### config.mk
export PLATFORM = sky130hd
export DESIGN_NAME = dft_mem_top
export DESIGN_NICKNAME = d
export VERILOG_FILES = /design/src/dft_cfg_pkg.sv /design/src/dft_stream_pkg.sv /design/src/dft_sample_mem.sv /design/src/dft_addr_gen.sv /design/src/dft_butterfly.sv /design/src/dft_unload.sv /design/src/dft_mem_top.sv
export SDC_FILE = /design/constraint.sdc
export NUM_CORES = 2
export LEC_CHECK = 0
export BUFFER_PORTS_ARGS = -buffer_cell sky130_fd_sc_hd__buf_2
export CAP_MARGIN = 20
export CORE_MARGIN = 5
export CORE_UTILIZATION = 35
export CTS_CLUSTER_SIZE = 10
export DETAILED_ROUTE_END_ITERATION = 12
export PLACE_DENSITY = 0.55
export SKIP_LAST_GASP = 1
export SYNTH_ARGS = -nofsm -noshare
export SYNTH_HDL_FRONTEND = slang
export SYNTH_SLANG_ARGS = --single-unit
### constraint.sdc
create_clock -name clk -period 20.1 [get_ports clk]
set_input_delay 4.02 -clock clk [delete_from_list [all_inputs] [get_ports clk]]
set_output_delay 4.02 -clock clk [all_outputs]
set_load 0.01 [all_outputs]
### src/dft_cfg_pkg.sv
// Width typedefs, complex sample type, twiddle constants and the phase FSM enum
package dft_cfg_pkg;

	// ----------------------------------------
	// Data widths
	// ----------------------------------------
	// One signed real or imaginary component
	typedef logic signed [15:0] sample_t;

	// Complex sample, real part in the upper half
	typedef struct packed {
		sample_t re;
		sample_t im;
	} cplx_t;

	// Memory address, one spare bit above POINTS = 32
	typedef logic [5:0] addr_t;
	typedef logic [2:0] stage_t;
	typedef logic [4:0] twidx_t;

	// ----------------------------------------
	// Twiddle format
	// ----------------------------------------
	localparam int TW_FRAC = 14;
	localparam int TW_W = 16;
	// Q1.14 plus sign, so +1.0 is representable
	typedef logic signed [TW_W-1:0] tw_t;

	// Top level phases
	typedef enum logic [2:0] {
		PH_IDLE,
		PH_SINK,
		PH_COMPUTE,
		PH_DRAIN,
		PH_SOURCE
	} phase_e;

endpackage

### src/dft_stream_pkg.sv
// Packed structs for stream beats and butterfly requests and results
package dft_stream_pkg;

	import dft_cfg_pkg::*;

	// ----------------------------------------
	// Stream beat, input and output side
	// ----------------------------------------
	typedef struct packed {
		logic  valid;
		logic  sop;
		logic  eop;
		cplx_t data;
	} beat_t;

	// ----------------------------------------
	// Butterfly interface
	// ----------------------------------------
	// Operand pair with its twiddle and home addresses
	typedef struct packed {
		logic   valid;
		cplx_t  a;
		cplx_t  b;
		twidx_t twidx;
		addr_t  addr_a;
		addr_t  addr_b;
	} bfly_req_t;

	// Sum goes back to addr_a, twiddled difference to addr_b
	typedef struct packed {
		logic  valid;
		cplx_t sum;
		cplx_t diff;
		addr_t addr_a;
		addr_t addr_b;
	} bfly_res_t;

endpackage

### src/dft_sample_mem.sv
// Complex sample memory, two write ports and two registered read ports
`timescale 1ns/10ps

module dft_sample_mem import dft_cfg_pkg::*;
#(
	parameter int POINTS = 16
)
(
	input  logic  clk,
	input  logic  we_a,
	input  logic  we_b,
	input  addr_t wa,
	input  addr_t wb,
	input  cplx_t wd_a,
	input  cplx_t wd_b,
	input  addr_t ra,
	input  addr_t rb,
	output cplx_t rd_a,
	output cplx_t rd_b
);

	localparam int LOG2_POINTS = $clog2(POINTS);

	// One word per point
	cplx_t mem [POINTS];

	// ----------------------------------------
	// Write ports
	// ----------------------------------------
	always_ff @(posedge clk)
	begin
		if (we_a)
			mem[wa[LOG2_POINTS-1:0]] <= wd_a;
		if (we_b)
			mem[wb[LOG2_POINTS-1:0]] <= wd_b;
	end

	// Registered reads return data one cycle after the address
	always_ff @(posedge clk)
	begin
		rd_a <= mem[ra[LOG2_POINTS-1:0]];
		rd_b <= mem[rb[LOG2_POINTS-1:0]];
	end

	// Both butterfly outputs land on distinct words
	a_no_write_clash: assert property (@(posedge clk) (we_a && we_b) |-> (wa != wb));

endmodule

### src/dft_addr_gen.sv
// Stage and butterfly counters, pair addressing, twiddle index and request assembly
`timescale 1ns/10ps

module dft_addr_gen import dft_cfg_pkg::*, dft_stream_pkg::*;
#(
	parameter int POINTS = 16
)
(
	input  logic      clk,
	input  logic      rst_n,
	input  logic      start_stage,
	output addr_t     ra,
	output addr_t     rb,
	input  cplx_t     rd_a,
	input  cplx_t     rd_b,
	output bfly_req_t req,
	output logic      issue_done,
	output logic      last_stage
);

	localparam int LOG2_POINTS = $clog2(POINTS);
	localparam int HALF_PTS = POINTS / 2;

	logic   issuing;
	stage_t stage;
	addr_t  bcnt;
	addr_t  half;
	addr_t  offset;
	addr_t  pair_lo;
	twidx_t tw;

	// Pipeline copy, lines up with the memory read data
	logic   req_valid;
	addr_t  q_addr_a;
	addr_t  q_addr_b;
	twidx_t q_twidx;

	// ----------------------------------------
	// Pair addressing for DIF stage s
	// ----------------------------------------
	always_comb
	begin
		// Half span is POINTS >> (s + 1)
		half = addr_t'(HALF_PTS) >> stage;
		// Low bits pick the offset inside the group
		offset = bcnt & (half - addr_t'(1));
		// Group bits moved up by one to skip the upper halves
		pair_lo = ((bcnt & ~(half - addr_t'(1))) << 1) | offset;
		ra = pair_lo;
		rb = pair_lo + half;
		tw = twidx_t'(offset << stage);
	end

	// ----------------------------------------
	// Stage and butterfly counters
	// ----------------------------------------
	always_ff @(posedge clk)
	begin
		if (!rst_n)
		begin
			issuing <= 1'b0;
			stage <= '0;
			bcnt <= '0;
			issue_done <= 1'b0;
			last_stage <= 1'b0;
			req_valid <= 1'b0;
		end
		else
		begin
			issue_done <= 1'b0;
			req_valid <= issuing;
			if (start_stage)
			begin
				issuing <= 1'b1;
				bcnt <= '0;
				last_stage <= 1'b0;
			end
			else if (issuing)
			begin
				bcnt <= bcnt + addr_t'(1);
				if (bcnt == addr_t'(HALF_PTS - 1))
				begin
					issuing <= 1'b0;
					issue_done <= 1'b1;
					// Wrap so the next frame begins at stage 0
					if (stage == stage_t'(LOG2_POINTS - 1))
					begin
						stage <= '0;
						last_stage <= 1'b1;
					end
					else
						stage <= stage + stage_t'(1);
				end
			end
		end
	end

	// Addresses and twiddle ride one cycle behind
	always_ff @(posedge clk)
	begin
		q_addr_a <= ra;
		q_addr_b <= rb;
		q_twidx <= tw;
	end

	// Request formed from the returning read data
	assign req = '{valid: req_valid, a: rd_a, b: rd_b, twidx: q_twidx,
		addr_a: q_addr_a, addr_b: q_addr_b};

	a_pair_distinct: assert property (@(posedge clk) disable iff (!rst_n)
		issuing |-> (ra != rb));
	// Next stage only after the previous one stopped issuing
	a_start_when_quiet: assert property (@(posedge clk) disable iff (!rst_n)
		start_stage |-> (!issuing && !req_valid));

endmodule

### src/dft_butterfly.sv
// Two-stage radix-2 DIF butterfly with elaborated twiddle ROM and halving
`timescale 1ns/10ps

module dft_butterfly import dft_cfg_pkg::*, dft_stream_pkg::*;
#(
	parameter int POINTS = 16
)
(
	input  logic      clk,
	input  logic      rst_n,
	input  bfly_req_t req,
	output bfly_res_t res
);

	localparam int LOG2_POINTS = $clog2(POINTS);
	localparam int ROM_N = POINTS / 2;
	localparam real PI = 3.14159265358979323846;
	localparam real TW_ONE = 2.0 ** TW_FRAC;

	// ----------------------------------------
	// Twiddle ROM, exp(-j 2 pi k / POINTS)
	// ----------------------------------------
	tw_t rom_re [ROM_N];
	tw_t rom_im [ROM_N];

	for (genvar k = 0; k < ROM_N; k++)
	begin : g_rom
		localparam real ANG = 2.0 * PI * k / POINTS;
		assign rom_re[k] = tw_t'(int'($cos(ANG) * TW_ONE));
		assign rom_im[k] = tw_t'(int'(-$sin(ANG) * TW_ONE));
	end

	// (x +/- y) / 2 with one guard bit, low bit dropped
	function automatic sample_t half_sum(input sample_t x, input sample_t y, input logic sub);
		logic signed [16:0] xe;
		logic signed [16:0] ye;
		logic signed [16:0] r;
		xe = {x[15], x};
		ye = {y[15], y};
		r = sub ? (xe - ye) : (xe + ye);
		return r[16:1];
	endfunction

	// ----------------------------------------
	// Stage 1, halved sum and difference
	// ----------------------------------------
	bfly_res_t s1;
	twidx_t    s1_twidx;

	always_ff @(posedge clk)
	begin
		if (!rst_n)
			s1.valid <= 1'b0;
		else
			s1.valid <= req.valid;
	end

	always_ff @(posedge clk)
	begin
		s1.sum.re <= half_sum(req.a.re, req.b.re, 1'b0);
		s1.sum.im <= half_sum(req.a.im, req.b.im, 1'b0);
		s1.diff.re <= half_sum(req.a.re, req.b.re, 1'b1);
		s1.diff.im <= half_sum(req.a.im, req.b.im, 1'b1);
		s1.addr_a <= req.addr_a;
		s1.addr_b <= req.addr_b;
		s1_twidx <= req.twidx;
	end

	// ----------------------------------------
	// Stage 2, complex twiddle multiply
	// ----------------------------------------
	sample_t            d_re;
	sample_t            d_im;
	tw_t                w_re;
	tw_t                w_im;
	logic signed [31:0] p_rr;
	logic signed [31:0] p_ii;
	logic signed [31:0] p_ri;
	logic signed [31:0] p_ir;
	logic signed [32:0] acc_re;
	logic signed [32:0] acc_im;
	cplx_t              prod;

	always_comb
	begin
		d_re = s1.diff.re;
		d_im = s1.diff.im;
		w_re = rom_re[s1_twidx[LOG2_POINTS-2:0]];
		w_im = rom_im[s1_twidx[LOG2_POINTS-2:0]];
		p_rr = d_re * w_re;
		p_ii = d_im * w_im;
		p_ri = d_re * w_im;
		p_ir = d_im * w_re;
		acc_re = 33'(p_rr) - 33'(p_ii);
		acc_im = 33'(p_ri) + 33'(p_ir);
		// Drop the fraction bits, plain truncation
		prod.re = acc_re[TW_FRAC+15:TW_FRAC];
		prod.im = acc_im[TW_FRAC+15:TW_FRAC];
	end

	always_ff @(posedge clk)
	begin
		if (!rst_n)
			res.valid <= 1'b0;
		else
			res.valid <= s1.valid;
	end

	always_ff @(posedge clk)
	begin
		res.sum <= s1.sum;
		// W^0 is exactly one, skip the lossy multiply
		res.diff <= (s1_twidx == '0) ? s1.diff : prod;
		res.addr_a <= s1.addr_a;
		res.addr_b <= s1.addr_b;
	end

endmodule

### src/dft_unload.sv
// Bit-reversed readout counter and output stream framing
`timescale 1ns/10ps

module dft_unload import dft_cfg_pkg::*, dft_stream_pkg::*;
#(
	parameter int POINTS = 16
)
(
	input  logic  clk,
	input  logic  rst_n,
	input  logic  start,
	output addr_t ra,
	input  cplx_t rd,
	output beat_t out_beat,
	output logic  done
);

	localparam int LOG2_POINTS = $clog2(POINTS);

	logic  running;
	addr_t cnt;
	logic  beat_valid;
	logic  beat_sop;
	logic  beat_eop;

	// Mirror the low LOG2_POINTS bits
	function automatic addr_t bit_rev(input addr_t v);
		addr_t r;
		r = '0;
		for (int i = 0; i < LOG2_POINTS; i++)
			r[i] = v[LOG2_POINTS-1-i];
		return r;
	endfunction

	// ----------------------------------------
	// Bin counter and framing flags
	// ----------------------------------------
	always_ff @(posedge clk)
	begin
		if (!rst_n)
		begin
			running <= 1'b0;
			cnt <= '0;
			beat_valid <= 1'b0;
			beat_sop <= 1'b0;
			beat_eop <= 1'b0;
		end
		else
		begin
			// Flags trail the address by the memory read cycle
			beat_valid <= running;
			beat_sop <= running && (cnt == '0);
			beat_eop <= running && (cnt == addr_t'(POINTS - 1));
			if (start)
			begin
				running <= 1'b1;
				cnt <= '0;
			end
			else if (running)
			begin
				cnt <= cnt + addr_t'(1);
				if (cnt == addr_t'(POINTS - 1))
					running <= 1'b0;
			end
		end
	end

	// DIF leaves bins bit-reversed in memory
	assign ra = bit_rev(cnt);
	assign out_beat = '{valid: beat_valid, sop: beat_sop, eop: beat_eop, data: rd};
	assign done = beat_valid && beat_eop;

	a_no_restart: assert property (@(posedge clk) disable iff (!rst_n)
		start |-> (!running && !beat_valid));

endmodule

### src/dft_mem_top.sv
// Top level with phase FSM, sink write path, memory port muxing and block instances
`timescale 1ns/10ps

module dft_mem_top import dft_cfg_pkg::*, dft_stream_pkg::*;
#(
	parameter int POINTS = 16
)
(
	input  logic  clk,
	input  logic  rst_n,
	input  beat_t in_beat,
	output beat_t out_beat,
	output logic  busy,
	output logic  overflow
);

	phase_e    phase;
	addr_t     wcnt;
	logic      in_sop_ok;
	logic      in_data_ok;
	logic      in_reject;
	logic      sink_phase;
	logic      start_stage;
	logic      start_unload;
	logic      issue_done;
	logic      last_stage;
	logic      unl_done;
	logic      we_a;
	logic      we_b;
	addr_t     wa;
	addr_t     wb;
	cplx_t     wd_a;
	cplx_t     wd_b;
	addr_t     mem_ra;
	addr_t     gen_ra;
	addr_t     gen_rb;
	addr_t     unl_ra;
	cplx_t     rd_a;
	cplx_t     rd_b;
	bfly_req_t req;
	bfly_res_t res;

	// ----------------------------------------
	// Input acceptance
	// ----------------------------------------
	// The sop beat itself carries sample 0
	assign in_sop_ok = in_beat.valid && in_beat.sop && (phase == PH_IDLE);
	assign in_data_ok = in_beat.valid && !in_beat.sop && (phase == PH_SINK);
	// Busy engine drops the beat, stray sop inside a frame too
	assign in_reject = in_beat.valid &&
		((phase == PH_SINK) ? in_beat.sop : (phase != PH_IDLE));

	// ----------------------------------------
	// Phase FSM
	// ----------------------------------------
	always_ff @(posedge clk)
	begin
		if (!rst_n)
		begin
			phase <= PH_IDLE;
			wcnt <= '0;
			start_stage <= 1'b0;
			start_unload <= 1'b0;
			overflow <= 1'b0;
		end
		else
		begin
			start_stage <= 1'b0;
			start_unload <= 1'b0;
			overflow <= in_reject;
			case (phase)
				PH_IDLE:
					if (in_sop_ok)
					begin
						wcnt <= addr_t'(1);
						phase <= PH_SINK;
					end
				PH_SINK:
					if (in_data_ok)
					begin
						wcnt <= wcnt + addr_t'(1);
						if (wcnt == addr_t'(POINTS - 1))
						begin
							start_stage <= 1'b1;
							phase <= PH_COMPUTE;
						end
					end
				PH_COMPUTE:
					if (issue_done)
						phase <= PH_DRAIN;
				PH_DRAIN:
					// Registered valid, so low here means a quiet cycle
					if (!res.valid)
					begin
						if (last_stage)
						begin
							start_unload <= 1'b1;
							phase <= PH_SOURCE;
						end
						else
						begin
							start_stage <= 1'b1;
							phase <= PH_COMPUTE;
						end
					end
				PH_SOURCE:
					if (unl_done)
						phase <= PH_IDLE;
				default:
					phase <= PH_IDLE;
			endcase
		end
	end

	assign busy = (phase != PH_IDLE);

	// ----------------------------------------
	// Memory port muxing
	// ----------------------------------------
	assign sink_phase = (phase == PH_IDLE) || (phase == PH_SINK);

	always_comb
	begin
		if (sink_phase)
		begin
			we_a = in_sop_ok || in_data_ok;
			wa = in_sop_ok ? addr_t'(0) : wcnt;
			wd_a = in_beat.data;
			we_b = 1'b0;
		end
		else
		begin
			// In-place write back of both butterfly outputs
			we_a = res.valid;
			wa = res.addr_a;
			wd_a = res.sum;
			we_b = res.valid;
		end
	end

	assign wb = res.addr_b;
	assign wd_b = res.diff;
	assign mem_ra = (phase == PH_SOURCE) ? unl_ra : gen_ra;

	dft_sample_mem #(.POINTS(POINTS)) u_mem (
		.clk  (clk),
		.we_a (we_a),
		.we_b (we_b),
		.wa   (wa),
		.wb   (wb),
		.wd_a (wd_a),
		.wd_b (wd_b),
		.ra   (mem_ra),
		.rb   (gen_rb),
		.rd_a (rd_a),
		.rd_b (rd_b)
	);

	// Decode
	dft_addr_gen #(.POINTS(POINTS)) u_addr_gen (
		.clk         (clk),
		.rst_n       (rst_n),
		.start_stage (start_stage),
		.ra          (gen_ra),
		.rb          (gen_rb),
		.rd_a        (rd_a),
		.rd_b        (rd_b),
		.req         (req),
		.issue_done  (issue_done),
		.last_stage  (last_stage)
	);

	// Execute
	dft_butterfly #(.POINTS(POINTS)) u_butterfly (
		.clk   (clk),
		.rst_n (rst_n),
		.req   (req),
		.res   (res)
	);

	// Result
	dft_unload #(.POINTS(POINTS)) u_unload (
		.clk      (clk),
		.rst_n    (rst_n),
		.start    (start_unload),
		.ra       (unl_ra),
		.rd       (rd_a),
		.out_beat (out_beat),
		.done     (unl_done)
	);

	// No butterfly write may land while results stream out
	a_quiet_source: assert property (@(posedge clk) disable iff (!rst_n)
		(phase == PH_SOURCE) |-> (!res.valid && !req.valid));

endmodule

==> qor.txt <==
crit path DAT: 11.36 ns
EDFF count, synth: 512
Overall Global Routing Usage: 0.230
clk slew on worst S/H paths: 0.07 ns
final net count: 9052
I/O Buffers: 72
drt first pass iters: 8
Min-Delay Path Class: reg2reg
status: complete, no violations
Initial Util: 0.352
placed cell count: 10.3k
total CTS buffers: 94
vias per cell: 5.29
Post-Route Setup TNS: 0 ns
Worst-Skew Late Latency: 0.68 ns
vias in the first global route: 56.2k
Ys Warns: 0
total nets after synthesis: 9312
Crit Path Class: reg2reg
Max Clock Freq: 0.0916 GHz
FF+latch count, synth: 775
Most Frequent Cell on Critical Path: fa_1
CTS H-Tree Depth: 3
Routed Antenna Nets: 0
Slew @ Worst Pin: 1.30 ns
DRC Markers: 0
Final HPWL DP: 183000 microns
Slew Viols, Final: 0
Hold Path End: u_butterfly.res[46]
RD Place Congestion: 0.971
pwr dens: 65.0 nW/um^2
Critical R2R Launch: u_butterfly.s1_twidx[0]
setup bufs post-CTS: 0
Final setup viols: 0
Final Power: 5.31 mW
simple-gate portion of the synthesized area: 0.123
Cell variety after synth: 75
r2r endpoint: u_butterfly.res[24]
main combinational cell family by area after synthesis: adder cells
Mapped Cells: 7847
initial antenna violation count: 18
post-synthesis average cell area: 9.63 sq um
CP max FO: 38
Ports: 74
mux contribution to synthesized area: 0.0441
Seq/Total Area, Yosys: 0.273
die area: 225000 sq um
Bufs on Longest Clock Path: 3
Leak: 35.8 nW
r2r setup slk: 9.19 ns
Synth Area in Adders: 0.339
CTS hold repair buffers: 0
Max stage delay on crit path: 1.01 ns
CP Capture Type: register
fin util: 0.380
chip height: 475 microns
Final period util: 0.543
via count: 55.5k
CTS tree: done
post-DR wirelength/cell: 24.7 microns
Max VDD drop: 0.125 mV
Layout area overhead: 8.02%
first-pass GRT wire length: 381000 microns
row cnt: 170
Syn Std Cell Area: 75500 sq um
clk root buf: clkbuf_16
final cell count without fillers: 10.5k
xor/xnor share of the synthesized area: 0.0225
Rel. slew slack: 0.126
CP Data Required Time: 20.55 ns
maxcap violations: 0
Compound-Gate Fraction of Synth Area: 0.0967
final hold vios: 0
largest net degree at the start of global routing: 129
chip width: 475 microns
Core Box Area: 215000 sq um
RSZ-0062 raised after global routing: false
CP startpoint kind: register
worst r2r path cells: 29
layout cell share with drive strength beyond 1: 0.0743
Hold Crit Start: u_butterfly.s1[46]
clock sink total: 775
CP max stage cell: o21ai_0
prevailing post-synth register cell: edfxtp_1
post-CTS sizing: 0
Starting DRT DRC Count: 5765
Final min period: 10.91 ns
GR Overflow Total: 0
clock skew: 0.0273 ns
WL final: 260000 microns
hold path depth: 0
Post-synth ARST share: 0
cell usage in the layout, fill, tap and decap left out, types with 16 or more instances in the layout:
cell type / instances
nor2_1: 680
xnor2_1: 134
mux2i_1: 39
mux4_2: 128
nand3_1: 26
a21oi_1: 665
nor2b_1: 76
o21ai_0: 47
a311oi_1: 66
clkbuf_1: 52
edfxtp_1: 512
clkbuf_16: 94
a21o_1: 17
dfxtp_1: 256
nor3_1: 43
xor2_1: 58
fa_1: 1017
a31oi_1: 102
o21ai_4: 16
a211oi_1: 197
nand2b_1: 30
or2_2: 33
buf_2: 73
buf_4: 141
inv_1: 1439
nand2_1: 701
and2_1: 366
ha_1: 411
synth_stat cells (all sizes together), types with 5 or more instances:
cell type	n	area share
o21ai	66	0.0044
mux2i	42	0.0056
o21a	6	0.00060
maj3	8	0.0011
a21boi	5	0.00050
and3	11	0.00091
o221ai	5	0.00066
ha	411	0.068
buf	102	0.0073
nor2	681	0.034
clkbuf	471	0.023
a2111oi	5	0.00058
a31o	6	0.00070
a211oi	198	0.020
fa	1017	0.27
o21bai	14	0.0014
and2	373	0.031
nand3	30	0.0020
nand2b	30	0.0025
a41o	5	0.00066
nor3	44	0.0029
nand2	716	0.036
a31oi	102	0.0084
inv	1441	0.072
a21o	18	0.0018
edfxtp	512	0.20
or3	14	0.0012
nand4	13	0.0011
dfxtp	263	0.070
nor3b	14	0.0015
mux4	128	0.038
a21oi	668	0.044
o211ai	7	0.00070
nor2b	77	0.0064
xnor2	135	0.016
or2	33	0.0027
a311oi	66	0.0077
xor2	59	0.0068
critical path, delay by kind of cell (launching register included):
kind            cells  cell delay [ns]
buf+inv             8             1.54
simple gates        2             0.31
fa+ha+maj          10             4.73
flops               1             0.31
compound gates      8             3.65
xor+xnor            1             0.12
flip-flops by register name (all words and copies together), names as in the netlist, 5 cells and up:
name and flops:
u_mem.mem 512, u_addr_gen.q_twidx 5, u_unload.cnt 6, u_butterfly.d_re 16, u_butterfly.s1_twidx 5, u_butterfly.s1 41
u_mem.rd_b 32, u_butterfly.res 73, u_addr_gen.bcnt 6, u_mem.rd_a 32, wcnt 6, u_butterfly.d_im 16
cell families after synthesis:
family | count (synthesis)
AO/OA/AOI/OAI | 1208
XOR/XNOR | 194
adder cells (fa/ha/maj) | 1436
other | 1
multiplexers | 172
buffers and inverters | 2014
flip-flops | 775
AND/OR/NAND/NOR | 2047
stage by stage:
| step | setup WS (ns) | hold WS [ns] | instance area [sq um] |
|---|---|---|---|
| floorplan | 11.53 | 0.310 | 75500 |
| global placement | 9.42 | 0.310 | 78700 |
| detailed placement | 9.35 | 0.312 | 78700 |
| CTS | 9.34 | 0.310 | 81600 |
| global route | 8.99 | 0.321 | 81600 |
| finish | 9.19 | 0.317 | 81600 |
per-layer routing:
metal / vias up / share of wire / GRT usage
met5: - / 0.00035 / 0.00195
met3: 508 / 0.083 / 0.0412
li1: 24500 / - / -
met4: 8 / 0.063 / 0.121
met1: 28000 / 0.40 / 0.303
met2: 2519 / 0.45 / 0.364
how the worst max path moves through the flow:
| stage | startpoint | end | slack (ns) | depth (start not counted) |
|---|---|---|---|---|
| finish | u_butterfly.s1_twidx[0] | u_butterfly.res[24] | 9.19 | 29 |
| detailed placement | u_butterfly.s1_twidx[0] | u_butterfly.res[27] | 9.35 | 28 |
| global route | u_butterfly.s1_twidx[0] | u_butterfly.res[34] | 8.99 | 32 |
| global placement | u_butterfly.s1_twidx[0] | u_butterfly.res[27] | 9.42 | 28 |
| floorplan | u_butterfly.s1_twidx[0] | u_butterfly.res[43] | 11.53 | 30 |
| CTS | u_butterfly.s1_twidx[0] | u_butterfly.res[27] | 9.34 | 28 |
area by class of cell:
class                   count  area, sq um
multi-input cells        5058        47600
clock buffers             154         2660
repair buffers            217         1480
inverters                1441         5410
clock inverters            17          214
fillers                 21200       133000
flip-flops and latches    775        20600
well taps                2838         3550
diodes                      6         15.0
power breakdown:
part	switching (mW)	internal [mW]	leakage, nW
Combinational	1.15	0.611	27.6
Sequential	0.116	1.79	6.81
Clock	0.686	0.950	1.39
(Power assumes the default switching activity.)
